$ cat config.mk
export PLATFORM = sky130hd
export DESIGN_NAME = rv_core
export DESIGN_NICKNAME = d
export VERILOG_FILES = /design/src/hdl/rv_pkg.sv /design/src/hdl/decode_unit.sv /design/src/hdl/execute_unit.sv /design/src/hdl/fetch_unit.sv /design/src/hdl/reg_file.sv /design/src/hdl/rv_core.sv
export SDC_FILE = /design/constraint.sdc
export NUM_CORES = 2
export LEC_CHECK = 0
export ABC_AREA = 1
export BUFFER_PORTS_ARGS = -buffer_cell sky130_fd_sc_hd__buf_4
export CORE_UTILIZATION = 35
export DETAILED_ROUTE_END_ITERATION = 8
export HOLD_SLACK_MARGIN = 0.06
export PLACE_DENSITY = 0.51
export SETUP_SLACK_MARGIN = 0.3
export SYNTH_ARGS = -nofsm -noshare
export SYNTH_HDL_FRONTEND = slang
export SYNTH_SLANG_ARGS = --single-unit
$ cat constraint.sdc
create_clock -name clk -period 4.5 [get_ports clk]
set_input_delay 0 -clock clk [delete_from_list [all_inputs] [get_ports clk]]
set_output_delay 0 -clock clk [all_outputs]
set_load 0.005 [all_outputs]
$ cat src/hdl/rv_pkg.sv
package rv_pkg;

  localparam int xlen = 32;
  localparam int num_regs = 32;

  typedef logic [xlen-1:0] word_t;
  typedef logic [4:0] reg_addr_t;

  // next sequential instruction
  localparam word_t pc_step = 32'd4;

  // opcodes of the supported groups
  localparam logic [6:0] op_reg_imm = 7'b0010011;
  localparam logic [6:0] op_reg_reg = 7'b0110011;
  localparam logic [6:0] op_lui = 7'b0110111;
  localparam logic [6:0] op_system = 7'b1110011;

  // selects sub, sra and srai
  localparam logic [6:0] funct7_alt = 7'b0100000;

  typedef enum logic [3:0] {
    alu_add,
    alu_sub,
    alu_sll,
    alu_slt,
    alu_sltu,
    alu_xor,
    alu_srl,
    alu_sra,
    alu_or,
    alu_and,
    alu_pass_imm
  } alu_op_e;

  // what the writeback slot holds in a given cycle
  typedef enum logic [1:0] {
    cycle_invalid = 2'd0,
    cycle_reset = 2'd1,
    cycle_no_stall = 2'd2
  } cycle_status_e;

  typedef struct packed {
    word_t pc;
    word_t insn;
    cycle_status_e status;
  } fetch_t;

  typedef struct packed {
    word_t pc;
    word_t insn;
    reg_addr_t rd;
    reg_addr_t rs1;
    reg_addr_t rs2;
    word_t rs1_data;
    word_t rs2_data;
    word_t imm;
    alu_op_e alu_op;
    logic use_imm;
    logic reg_write;
    logic is_ecall;
    cycle_status_e status;
  } exec_t;

  typedef struct packed {
    cycle_status_e status;
    word_t pc;
    word_t insn;
    logic reg_write;
    reg_addr_t rd;
    word_t data;
  } wb_t;

endpackage

$ cat src/hdl/decode_unit.sv
`timescale 1ns/10ps

module decode_unit (
  input  logic              clk,
  input  logic              rst,
  input  rv_pkg::fetch_t    fetch,
  output rv_pkg::reg_addr_t rs1_addr,
  output rv_pkg::reg_addr_t rs2_addr,
  input  rv_pkg::word_t     rs1_data,
  input  rv_pkg::word_t     rs2_data,
  output rv_pkg::exec_t     exec
);

  rv_pkg::fetch_t    dec_q;
  rv_pkg::exec_t     dec_next;
  logic [6:0]        opcode;
  logic [2:0]        funct3;
  logic [6:0]        funct7;
  rv_pkg::reg_addr_t rd;
  rv_pkg::word_t     imm_i;
  rv_pkg::word_t     imm_shamt;
  rv_pkg::word_t     imm_u;

  always_ff @(posedge clk) begin
    if (rst) begin
      dec_q <= '{pc: '0, insn: '0, status: rv_pkg::cycle_reset};
    end else begin
      dec_q <= fetch;
    end
  end

  // field split
  assign opcode   = dec_q.insn[6:0];
  assign rd       = dec_q.insn[11:7];
  assign funct3   = dec_q.insn[14:12];
  assign rs1_addr = dec_q.insn[19:15];
  assign rs2_addr = dec_q.insn[24:20];
  assign funct7   = dec_q.insn[31:25];

  assign imm_i     = {{20{dec_q.insn[31]}}, dec_q.insn[31:20]};
  assign imm_shamt = {27'b0, dec_q.insn[24:20]};
  assign imm_u     = {dec_q.insn[31:12], 12'b0};

  always_comb begin
    dec_next = '0;
    dec_next.pc = dec_q.pc;
    dec_next.insn = dec_q.insn;
    dec_next.rd = rd;
    dec_next.rs1 = rs1_addr;
    dec_next.rs2 = rs2_addr;
    dec_next.rs1_data = rs1_data;
    dec_next.rs2_data = rs2_data;
    dec_next.imm = imm_i;
    dec_next.alu_op = rv_pkg::alu_add;
    dec_next.status = dec_q.status;
    case (opcode)
      rv_pkg::op_reg_imm: begin
        dec_next.use_imm = 1'b1;
        dec_next.reg_write = 1'b1;
        case (funct3)
          3'b010: dec_next.alu_op = rv_pkg::alu_slt;
          3'b011: dec_next.alu_op = rv_pkg::alu_sltu;
          3'b100: dec_next.alu_op = rv_pkg::alu_xor;
          3'b110: dec_next.alu_op = rv_pkg::alu_or;
          3'b111: dec_next.alu_op = rv_pkg::alu_and;
          3'b001: begin
            dec_next.imm = imm_shamt;
            dec_next.alu_op = rv_pkg::alu_sll;
            dec_next.reg_write = (funct7 == 7'b0);
          end
          3'b101: begin
            // funct7 tells logical from arithmetic shift
            dec_next.imm = imm_shamt;
            dec_next.alu_op = funct7[5] ? rv_pkg::alu_sra : rv_pkg::alu_srl;
            dec_next.reg_write = (funct7 == 7'b0) || (funct7 == rv_pkg::funct7_alt);
          end
          default: dec_next.alu_op = rv_pkg::alu_add;
        endcase
      end
      rv_pkg::op_reg_reg: begin
        dec_next.reg_write = 1'b1;
        if (funct7 == 7'b0) begin
          case (funct3)
            3'b000: dec_next.alu_op = rv_pkg::alu_add;
            3'b001: dec_next.alu_op = rv_pkg::alu_sll;
            3'b010: dec_next.alu_op = rv_pkg::alu_slt;
            3'b011: dec_next.alu_op = rv_pkg::alu_sltu;
            3'b100: dec_next.alu_op = rv_pkg::alu_xor;
            3'b101: dec_next.alu_op = rv_pkg::alu_srl;
            3'b110: dec_next.alu_op = rv_pkg::alu_or;
            default: dec_next.alu_op = rv_pkg::alu_and;
          endcase
        end else if (funct7 == rv_pkg::funct7_alt && funct3 == 3'b000) begin
          dec_next.alu_op = rv_pkg::alu_sub;
        end else if (funct7 == rv_pkg::funct7_alt && funct3 == 3'b101) begin
          dec_next.alu_op = rv_pkg::alu_sra;
        end else begin
          dec_next.reg_write = 1'b0;
        end
      end
      rv_pkg::op_lui: begin
        dec_next.imm = imm_u;
        dec_next.use_imm = 1'b1;
        dec_next.alu_op = rv_pkg::alu_pass_imm;
        dec_next.reg_write = 1'b1;
      end
      rv_pkg::op_system: begin
        dec_next.is_ecall = (dec_q.insn[31:7] == 25'd0);
      end
      default: dec_next.reg_write = 1'b0;
    endcase
    // x0 writes are dropped here
    if (rd == '0) begin
      dec_next.reg_write = 1'b0;
    end
  end

  always_ff @(posedge clk) begin
    if (rst) begin
      exec <= '0;
      exec.status <= rv_pkg::cycle_reset;
    end else begin
      exec <= dec_next;
    end
  end

  a_alu_op_defined: assert property (
    @(posedge clk) disable iff (rst)
    exec.reg_write |-> exec.alu_op <= rv_pkg::alu_pass_imm
  );

endmodule

$ cat src/hdl/execute_unit.sv
`timescale 1ns/10ps

module execute_unit (
  input  logic              clk,
  input  logic              rst,
  input  rv_pkg::exec_t     exec,
  output logic              wr_en,
  output rv_pkg::reg_addr_t wr_addr,
  output rv_pkg::word_t     wr_data,
  output logic              halt,
  output rv_pkg::wb_t       trace
);

  rv_pkg::wb_t   wb_q;
  logic          halt_q;
  logic          fwd_a;
  logic          fwd_b;
  rv_pkg::word_t op_a;
  rv_pkg::word_t src_b;
  rv_pkg::word_t op_b;
  rv_pkg::word_t alu_out;

  // forward from writeback, one instruction behind
  assign fwd_a = wb_q.reg_write && (wb_q.rd == exec.rs1);
  assign fwd_b = wb_q.reg_write && (wb_q.rd == exec.rs2);

  assign op_a  = fwd_a ? wb_q.data : exec.rs1_data;
  assign src_b = fwd_b ? wb_q.data : exec.rs2_data;
  assign op_b  = exec.use_imm ? exec.imm : src_b;

  always_comb begin
    case (exec.alu_op)
      rv_pkg::alu_add:      alu_out = op_a + op_b;
      rv_pkg::alu_sub:      alu_out = op_a - op_b;
      rv_pkg::alu_sll:      alu_out = op_a << op_b[4:0];
      rv_pkg::alu_slt:      alu_out = {31'b0, $signed(op_a) < $signed(op_b)};
      rv_pkg::alu_sltu:     alu_out = {31'b0, op_a < op_b};
      rv_pkg::alu_xor:      alu_out = op_a ^ op_b;
      rv_pkg::alu_srl:      alu_out = op_a >> op_b[4:0];
      rv_pkg::alu_sra:      alu_out = $signed(op_a) >>> op_b[4:0];
      rv_pkg::alu_or:       alu_out = op_a | op_b;
      rv_pkg::alu_and:      alu_out = op_a & op_b;
      rv_pkg::alu_pass_imm: alu_out = op_b;
      default:              alu_out = '0;
    endcase
  end

  // halt_q doubles as the sticky stop flag: everything after the ecall is a bubble
  always_ff @(posedge clk) begin
    if (rst) begin
      wb_q <= '{
        status: rv_pkg::cycle_reset,
        pc: '0,
        insn: '0,
        reg_write: 1'b0,
        rd: '0,
        data: '0
      };
      halt_q <= 1'b0;
    end else if (halt_q) begin
      wb_q <= '{
        status: rv_pkg::cycle_invalid,
        pc: '0,
        insn: '0,
        reg_write: 1'b0,
        rd: '0,
        data: '0
      };
    end else begin
      wb_q <= '{
        status: exec.status,
        pc: exec.pc,
        insn: exec.insn,
        reg_write: exec.reg_write,
        rd: exec.rd,
        data: alu_out
      };
      halt_q <= exec.is_ecall && (exec.status == rv_pkg::cycle_no_stall);
    end
  end

  assign wr_en   = wb_q.reg_write;
  assign wr_addr = wb_q.rd;
  assign wr_data = wb_q.data;
  assign halt    = halt_q;
  assign trace   = wb_q;

  // only reset releases a halted core
  a_halt_sticky: assert property (
    @(posedge clk) halt_q && !rst |=> halt_q
  );

endmodule

$ cat src/hdl/fetch_unit.sv
`timescale 1ns/10ps

module fetch_unit (
  input  logic           clk,
  input  logic           rst,
  input  logic           halt,
  output rv_pkg::word_t  imem_addr,
  input  rv_pkg::word_t  imem_data,
  output rv_pkg::fetch_t fetch
);

  rv_pkg::word_t pc_q;

  // pc freezes once the core halts
  always_ff @(posedge clk) begin
    if (rst) begin
      pc_q <= '0;
    end else if (!halt) begin
      pc_q <= pc_q + rv_pkg::pc_step;
    end
  end

  assign imem_addr = pc_q;

  // status shows cycle_reset while the core is in reset
  assign fetch = '{
    pc: pc_q,
    insn: imem_data,
    status: rst ? rv_pkg::cycle_reset : rv_pkg::cycle_no_stall
  };

endmodule

$ cat src/hdl/reg_file.sv
`timescale 1ns/10ps

module reg_file (
  input  logic              clk,
  input  logic              rst,
  input  rv_pkg::reg_addr_t rs1_addr,
  input  rv_pkg::reg_addr_t rs2_addr,
  output rv_pkg::word_t     rs1_data,
  output rv_pkg::word_t     rs2_data,
  input  logic              wr_en,
  input  rv_pkg::reg_addr_t wr_addr,
  input  rv_pkg::word_t     wr_data
);

  rv_pkg::word_t regs [rv_pkg::num_regs];

  // x0 reads zero, a same-cycle write is passed straight through
  function automatic rv_pkg::word_t read_port(input rv_pkg::reg_addr_t addr);
    if (addr == '0) begin
      return '0;
    end else if (wr_en && wr_addr == addr) begin
      return wr_data;
    end
    return regs[addr];
  endfunction

  always_ff @(posedge clk) begin
    if (rst) begin
      for (int i = 0; i < rv_pkg::num_regs; i++) begin
        regs[i] <= '0;
      end
    end else if (wr_en && wr_addr != '0) begin
      regs[wr_addr] <= wr_data;
    end
  end

  assign rs1_data = read_port(rs1_addr);
  assign rs2_data = read_port(rs2_addr);

  // decode drops every write aimed at x0
  a_no_x0_write: assert property (
    @(posedge clk) disable iff (rst)
    wr_en |-> wr_addr != '0
  );

endmodule

$ cat src/hdl/rv_core.sv
`timescale 1ns/10ps

module rv_core (
  input  logic          clk,
  input  logic          rst,
  output rv_pkg::word_t imem_addr,
  input  rv_pkg::word_t imem_data,
  output logic          halt,
  output rv_pkg::wb_t   trace
);

  rv_pkg::fetch_t    fetch;
  rv_pkg::exec_t     exec;
  rv_pkg::reg_addr_t rs1_addr;
  rv_pkg::reg_addr_t rs2_addr;
  rv_pkg::word_t     rs1_data;
  rv_pkg::word_t     rs2_data;
  logic              wr_en;
  rv_pkg::reg_addr_t wr_addr;
  rv_pkg::word_t     wr_data;

  fetch_unit u_fetch (
    .clk       (clk),
    .rst       (rst),
    .halt      (halt),
    .imem_addr (imem_addr),
    .imem_data (imem_data),
    .fetch     (fetch)
  );

  decode_unit u_decode (
    .clk      (clk),
    .rst      (rst),
    .fetch    (fetch),
    .rs1_addr (rs1_addr),
    .rs2_addr (rs2_addr),
    .rs1_data (rs1_data),
    .rs2_data (rs2_data),
    .exec     (exec)
  );

  // write port is steered from the writeback register in execute
  reg_file u_reg_file (
    .clk      (clk),
    .rst      (rst),
    .rs1_addr (rs1_addr),
    .rs2_addr (rs2_addr),
    .rs1_data (rs1_data),
    .rs2_data (rs2_data),
    .wr_en    (wr_en),
    .wr_addr  (wr_addr),
    .wr_data  (wr_data)
  );

  execute_unit u_execute (
    .clk     (clk),
    .rst     (rst),
    .exec    (exec),
    .wr_en   (wr_en),
    .wr_addr (wr_addr),
    .wr_data (wr_data),
    .halt    (halt),
    .trace   (trace)
  );

endmodule

# Word-level counts from Yosys, hierarchy flattened
# Memories as Yosys holds them, arrays and structs flattened. A register that Yosys moved wholly into a read port is not among the register bits.
# Index checks and enable logic that the tools add are counted.
# totals
ram_bits,1024
out_inout_bits,137
reg_bits,387
in_bits,34
word_cells,130
n_memories,1
# mem_list
name,words,width,rd,rd_ports_with_merged_regs,write_ports,line,text
u_reg_file.regs,32,32,2,2,32,reg_file.sv:15,rv_pkg::word_t regs [rv_pkg::num_regs];
# op_classes
bitwise_logic,4
addsub,3
n_eq_ne,27
magnitude_cmp,2
muxes,42
shifts,3
n_reduce_logical,23
# ops
operator,n
32-bit two-way mux,11
32-bit case mux with 11 select lines,1
103-bit two-way mux,1
32-bit less-than comparator,2
32-bit case mux with 2 select lines,1
4-bit case mux with 7 select lines,2
32-bit by 3-bit adder with 32-bit output (second input constant),1
32-bit adder,1
32-bit AND,1
32-bit OR,1
32-bit OR reduction,1
32-bit by 5-bit left shift with 32-bit output,1
32-bit by 5-bit >> shifter with 32-bit output,1
32-bit by 5-bit >>> shifter with 32-bit output,1
32-bit subtractor,1
32-bit bitwise XOR,1
25-bit logical NOT,1
7-bit by 6-bit equality test with 1-bit output (second input constant),3
5-bit equality test,4
4-bit by 3-bit equality test with 1-bit output (second input constant),4
1-bit two-way mux,16
5-bit logical NOT,3
5-bit two-way mux,3
3-bit equality test (second input constant),4
22 further kinds,38

# Longest topological paths before layout
# logic_depth
depth_word,7
mapped_depth,33
mapped_depth_nobuf,29

# Modules after synthesis
# A second synthesis with hierarchy kept.
# hier_totals
cells_unflattened,11591
hier_area_um2,83750.3
# by_module_without_submodules
mod,seq_area_each_um2,area_each_um2,n_inst,cells_per_inst
reg_file,30749.5,60087.6,1,7905
execute_unit,2102.0,14361.3,1,2556
decode_unit,4704.5,7120.6,1,812
fetch_unit,600.6,2180.8,1,318

# Worst setup path before layout
# OpenSTA, ideal clock, no wires.
# synth_path
path_type,reg-to-reg
startpoint,"register u_execute.wb_q, in the netlist u_execute.wr_addr[3]"
endpoint,"register u_execute.wb_q, in the netlist u_execute.wr_data[23]"
arrival_time_ps,3767
slack_ps,606
path_stages_with_launch,30
t_required_ps,4372
period_less_slack_ps,3894
cell_sequence,dfxtp_1 buf_6 inv_4 nand2_1 nand2_1 nor2_1 nand3_2 buf_4 o21ai_1 nand2_1 o21ai_2 inv_1 buf_2 buf_2 ha_1 buf_2 nand2_1 nor3_1 inv_1 o21bai_1 inv_1 o21a_1 o21ai_0 nand2_1 o21ai_0 nand2_1 nand3_1 nand3_1 nor2_1 nor2_1
# synth_between
elab_chain_len,6
elab_cells_between_ends,16
cone_classes,add/sub (2); eq/ne (2); shift (3); mux (4); bitwise (3); reduce/logical (2)
# synth_rtl
item,line,text
from (decl),execute_unit.sv:14,rv_pkg::wb_t wb_q;
from (signal assigned),execute_unit.sv:51,wb_q <= '{
from (signal assigned),execute_unit.sv:61,wb_q <= '{
from (signal assigned),execute_unit.sv:70,wb_q <= '{
5-bit equality test,execute_unit.sv:25,assign fwd_b = wb_q.reg_write && (wb_q.rd == exec.rs2);
1-bit logical AND,execute_unit.sv:25,
32-bit two-way mux,execute_unit.sv:28,assign src_b = fwd_b ? wb_q.data : exec.rs2_data;
32-bit two-way mux,execute_unit.sv:29,assign op_b = exec.use_imm ? exec.imm : src_b;
"32-bit subtractor, or another cell as far along",execute_unit.sv:34,rv_pkg::alu_sub: alu_out = op_a - op_b;
32-bit case mux with 11 select lines (*),execute_unit.sv:32,case (exec.alu_op)
# Mark *: on every way between the ends. The rest lies on a longest branch, timed or not.
# A chain may end at the register's enable or synchronous reset.

# Final worst setup path
# layout_path
startpoint,"register u_execute.wb_q, in the netlist u_execute.wr_addr[1]"
endpoint,"register u_execute.wb_q, in the netlist u_execute.wr_data[27]"
# The elaborated chain is that of the path after synthesis.

==> results.toml <==
[timing]
clock.fmax_ghz = 0.247
finalCritPeriodShare_pct = 90.0
max_slew_margin_pct = 15.9
rsz0062_at_grt = "yes"
final_max_slew_viol_count = 0
worst_pin_slew_ns = 1.26
clock_skew_ns = 0.0639
setup_viol_count_final = 0
setup_tns_ns = 0
final-hold-violation-count = 0
period_minus_slack_ns = 4.05

[global_routing]
grt_pass1_vias = 68900
grt_max_degree = 222
track_usage_pct = 31.3
antenna_found_initial = 17
grt_overflow = 0
grt_first_pass_wirelength_mm = 497

[drt]
vias = 73600
ant_nets = 0
viasPerCell = 5.83
drt_iter0_drc = 9860
drc = 0
routedWlPerCell_um = 28.1
wirelength_mm = 355
drtPass1Iterations = 7

[place]
hpwl_mm = 227
portBuffers = 166
gp_congestion = 1.03

[yosys]
ys_types = 62
synth_ff_type = "edfxtp_1"
synth_edf_count = 1024
syn_area_um2 = 76300
synth_seq_cells = 1383
syn-instance-count = 9624
synth_seq_area_share_pct = 49.7
synth_area_per_cell_um2 = 7.93
ys_async_sr_fraction_pct = 0
yosysWarnings = 0

[run_status]
status = "finished clean"

[clocking]
clk_pin_slew_ns = 0.06
clock_path_buffers = 3
cts_buffers = 162
htreeDepth = 4
cts_tree = "yes"
cts_sinks = 1383
worstSkewPairLatency_ns = 0.84
root_buffer = "clkbuf_16"

[worst_setup_path]
arrival_ns = 4.73
cp_data_required_time_ns = 5.18
critPathLaunchType = "register"
cp-end-kind = "register"
crit_type = "register to register"
crit_fanout = 8

[floorplan]
ios = 171
core_area_um2 = 217000
dieArea_um2 = 220000
die_w_um = 469
start_util_pct = 35.2
rows = 171
die_h_um = 469

[cells_and_area]
final_nets = 9770
fin_util_pct = 40.6
drive_above_1_share_pct = 10.0
area_growth_pct = 15.4
final_common_cell = "nor2_1"
num-fill-cells = 22000
final_cell_mix = "1653 x nor2_1, 1343 x nand2_1, 1024 x edfxtp_1"

[job]
cap_violations = 0

[pwr]
p_leak_nw = 33.6
peakVddDrop_uv = 421
p_per_area_nw_per_um2 = 391

[worst_hold_path]
hold_class = "primary input to register"
## synth_stat cells, drive strengths merged (3+ instances only)
master / number / area, µm²
nand3: 778 / 3940
a221oi: 7 / 61.3
a21boi: 6 / 56.3
a21oi: 800 / 4010
nand4: 36 / 225
nor3b: 3 / 22.5
edfxtp: 1024 / 30700
or2: 12 / 75.1
nand3b: 4 / 30.0
o21ai: 994 / 5000
nor3: 70 / 350
buf: 157 / 787
o21bai: 6 / 45.0
nor4: 9 / 56.3
clkbuf: 643 / 2410
nor2: 1681 / 6330
a311oi: 17 / 149
ha: 103 / 1290
clkinv: 6 / 22.5
a41oi: 3 / 26.3
xor2: 9 / 78.8
o2111ai: 77 / 674
o221ai: 50 / 438
o22ai: 30 / 188
dfxtp: 359 / 7190
a31oi: 15 / 93.8
o211ai: 328 / 2460
a211oi: 31 / 233
o31ai: 3 / 22.5
a21o: 6 / 45.0
nand2: 1398 / 5300
inv: 904 / 3400
o21a: 38 / 357
## critical path, cell delays in order, from the launching register on
cell and delay, ns:
dfxtp_4 0.38, inv_2 0.04, buf_4 0.15, nand2_2 0.06, o21ai_2 0.06, nor2_4 0.14
nand3_4 0.12, buf_12 0.17, clkbuf_16 0.17, buf_4 0.19, nand2_1 0.08, o21a_4 0.19
inv_1 0.08, ha_2 0.38, buf_4 0.17, nand2_1 0.12, nor2_2 0.16, inv_1 0.13
nor2_1 0.11, inv_1 0.10, nor3_1 0.16, nand2_1 0.18, a21oi_1 0.26, nor2_4 0.09
nor2_1 0.10, a21oi_1 0.08
## flip-flops by register name, indices dropped and copies added (netlist names), 4 cells and up
name and cells:
u_reg_file.regs 1024, u_decode.exec 167, u_execute.trace 60, u_decode.dec_next 54, u_execute.wr_data 32, u_fetch.imem_addr 30
u_decode.rs1_addr 5, u_decode.rs2_addr 5, u_execute.wr_addr 4
## metal layers
layer | vias up | routed length [µm] | global-route usage [%]
met5 | - | 77 | 0
met4 | 12 | 19100 | 15.6
met3 | 882 | 37300 | 6.98
met2 | 4332 | 157000 | 48.4
met1 | 35800 | 141000 | 40.9
li1 | 32600 | - | -
## logic make-up (layout without fill, tap and decap cells)
kind of cell,after synthesis,in the layout,share of synthesized area [%]
muxes,2,2,0.0262
xor gates and xnor gates,10,10,0.115
buffers and inverters,1710,1807,8.68
AOI/OAI and AO/OA,2420,2420,18.3
and+or+nand+nor,3993,3993,21.4
adders and majority gates,105,105,1.74
DFF,1383,1383,49.7
other,1,40,0.00492
## worst paths after layout
check	slack (ns)	from	depth (start not counted)	to
hold / removal	0.19	rst	3	u_decode.exec[161]
setup reg to reg	0.45	u_execute.wr_addr[1]	25	u_execute.wr_data[27]
hold reg to reg	0.39	u_decode.dec_next[173]	2	u_decode.exec[173]
setup / recovery	0.45	u_execute.wr_addr[1]	25	u_execute.wr_data[27]
## power breakdown
part	internal, W	switching [W]
clock	0.00749	0.00580
sequential	0.0141	0.000357
combinational	0.00174	0.00493
## repair_timing
action                                 CTS  global route
pin swaps                                0            12
hold buffers                            94             0
endpoints found under the hold margin  117             0
buffers inserted                         0            20
setup endpoints to repair               14            25
resized for setup                       15           109
gates cloned                             0             4
## layout make-up
| class | count | area, µm² | share of cell area (%) |
|---|---|---|---|
| clock buffer | 206 | 4370 | 4.97 |
| timing repair buffer | 608 | 5430 | 6.16 |
| inverter | 910 | 3450 | 3.92 |
| antenna | 4 | 10.0 | 0.0114 |
| sequential | 1383 | 38000 | 43.1 |
| multi-input combinational | 6566 | 32400 | 36.8 |
| clock inverter | 83 | 881 | 1.00 |
| tap | 2854 | 3570 | 4.06 |
## metrics by stage
| stage | std cells | power [W] | setup slack (ns) | area, µm² | hold slack [ns] |
|---|---|---|---|---|---|
| final | 12600 | 0.0345 | 0.449 | 88000 | 0.195 |
| after global routing | 12600 | 0.0355 | 0.263 | 88000 | 0.214 |
| after CTS | 12600 | 0.0343 | 0.316 | 87400 | 0.150 |
| after detailed placement | 12200 | 0.0210 | 0.000777 | 81100 | 0.213 |
| after global placement | 12200 | 0.0210 | 0.113 | 81100 | 0.215 |
| after floorplan | 9659 | 0.0181 | 0.606 | 76400 | 0.0277 |
Note: power is estimated with default switching activity, not from simulation.
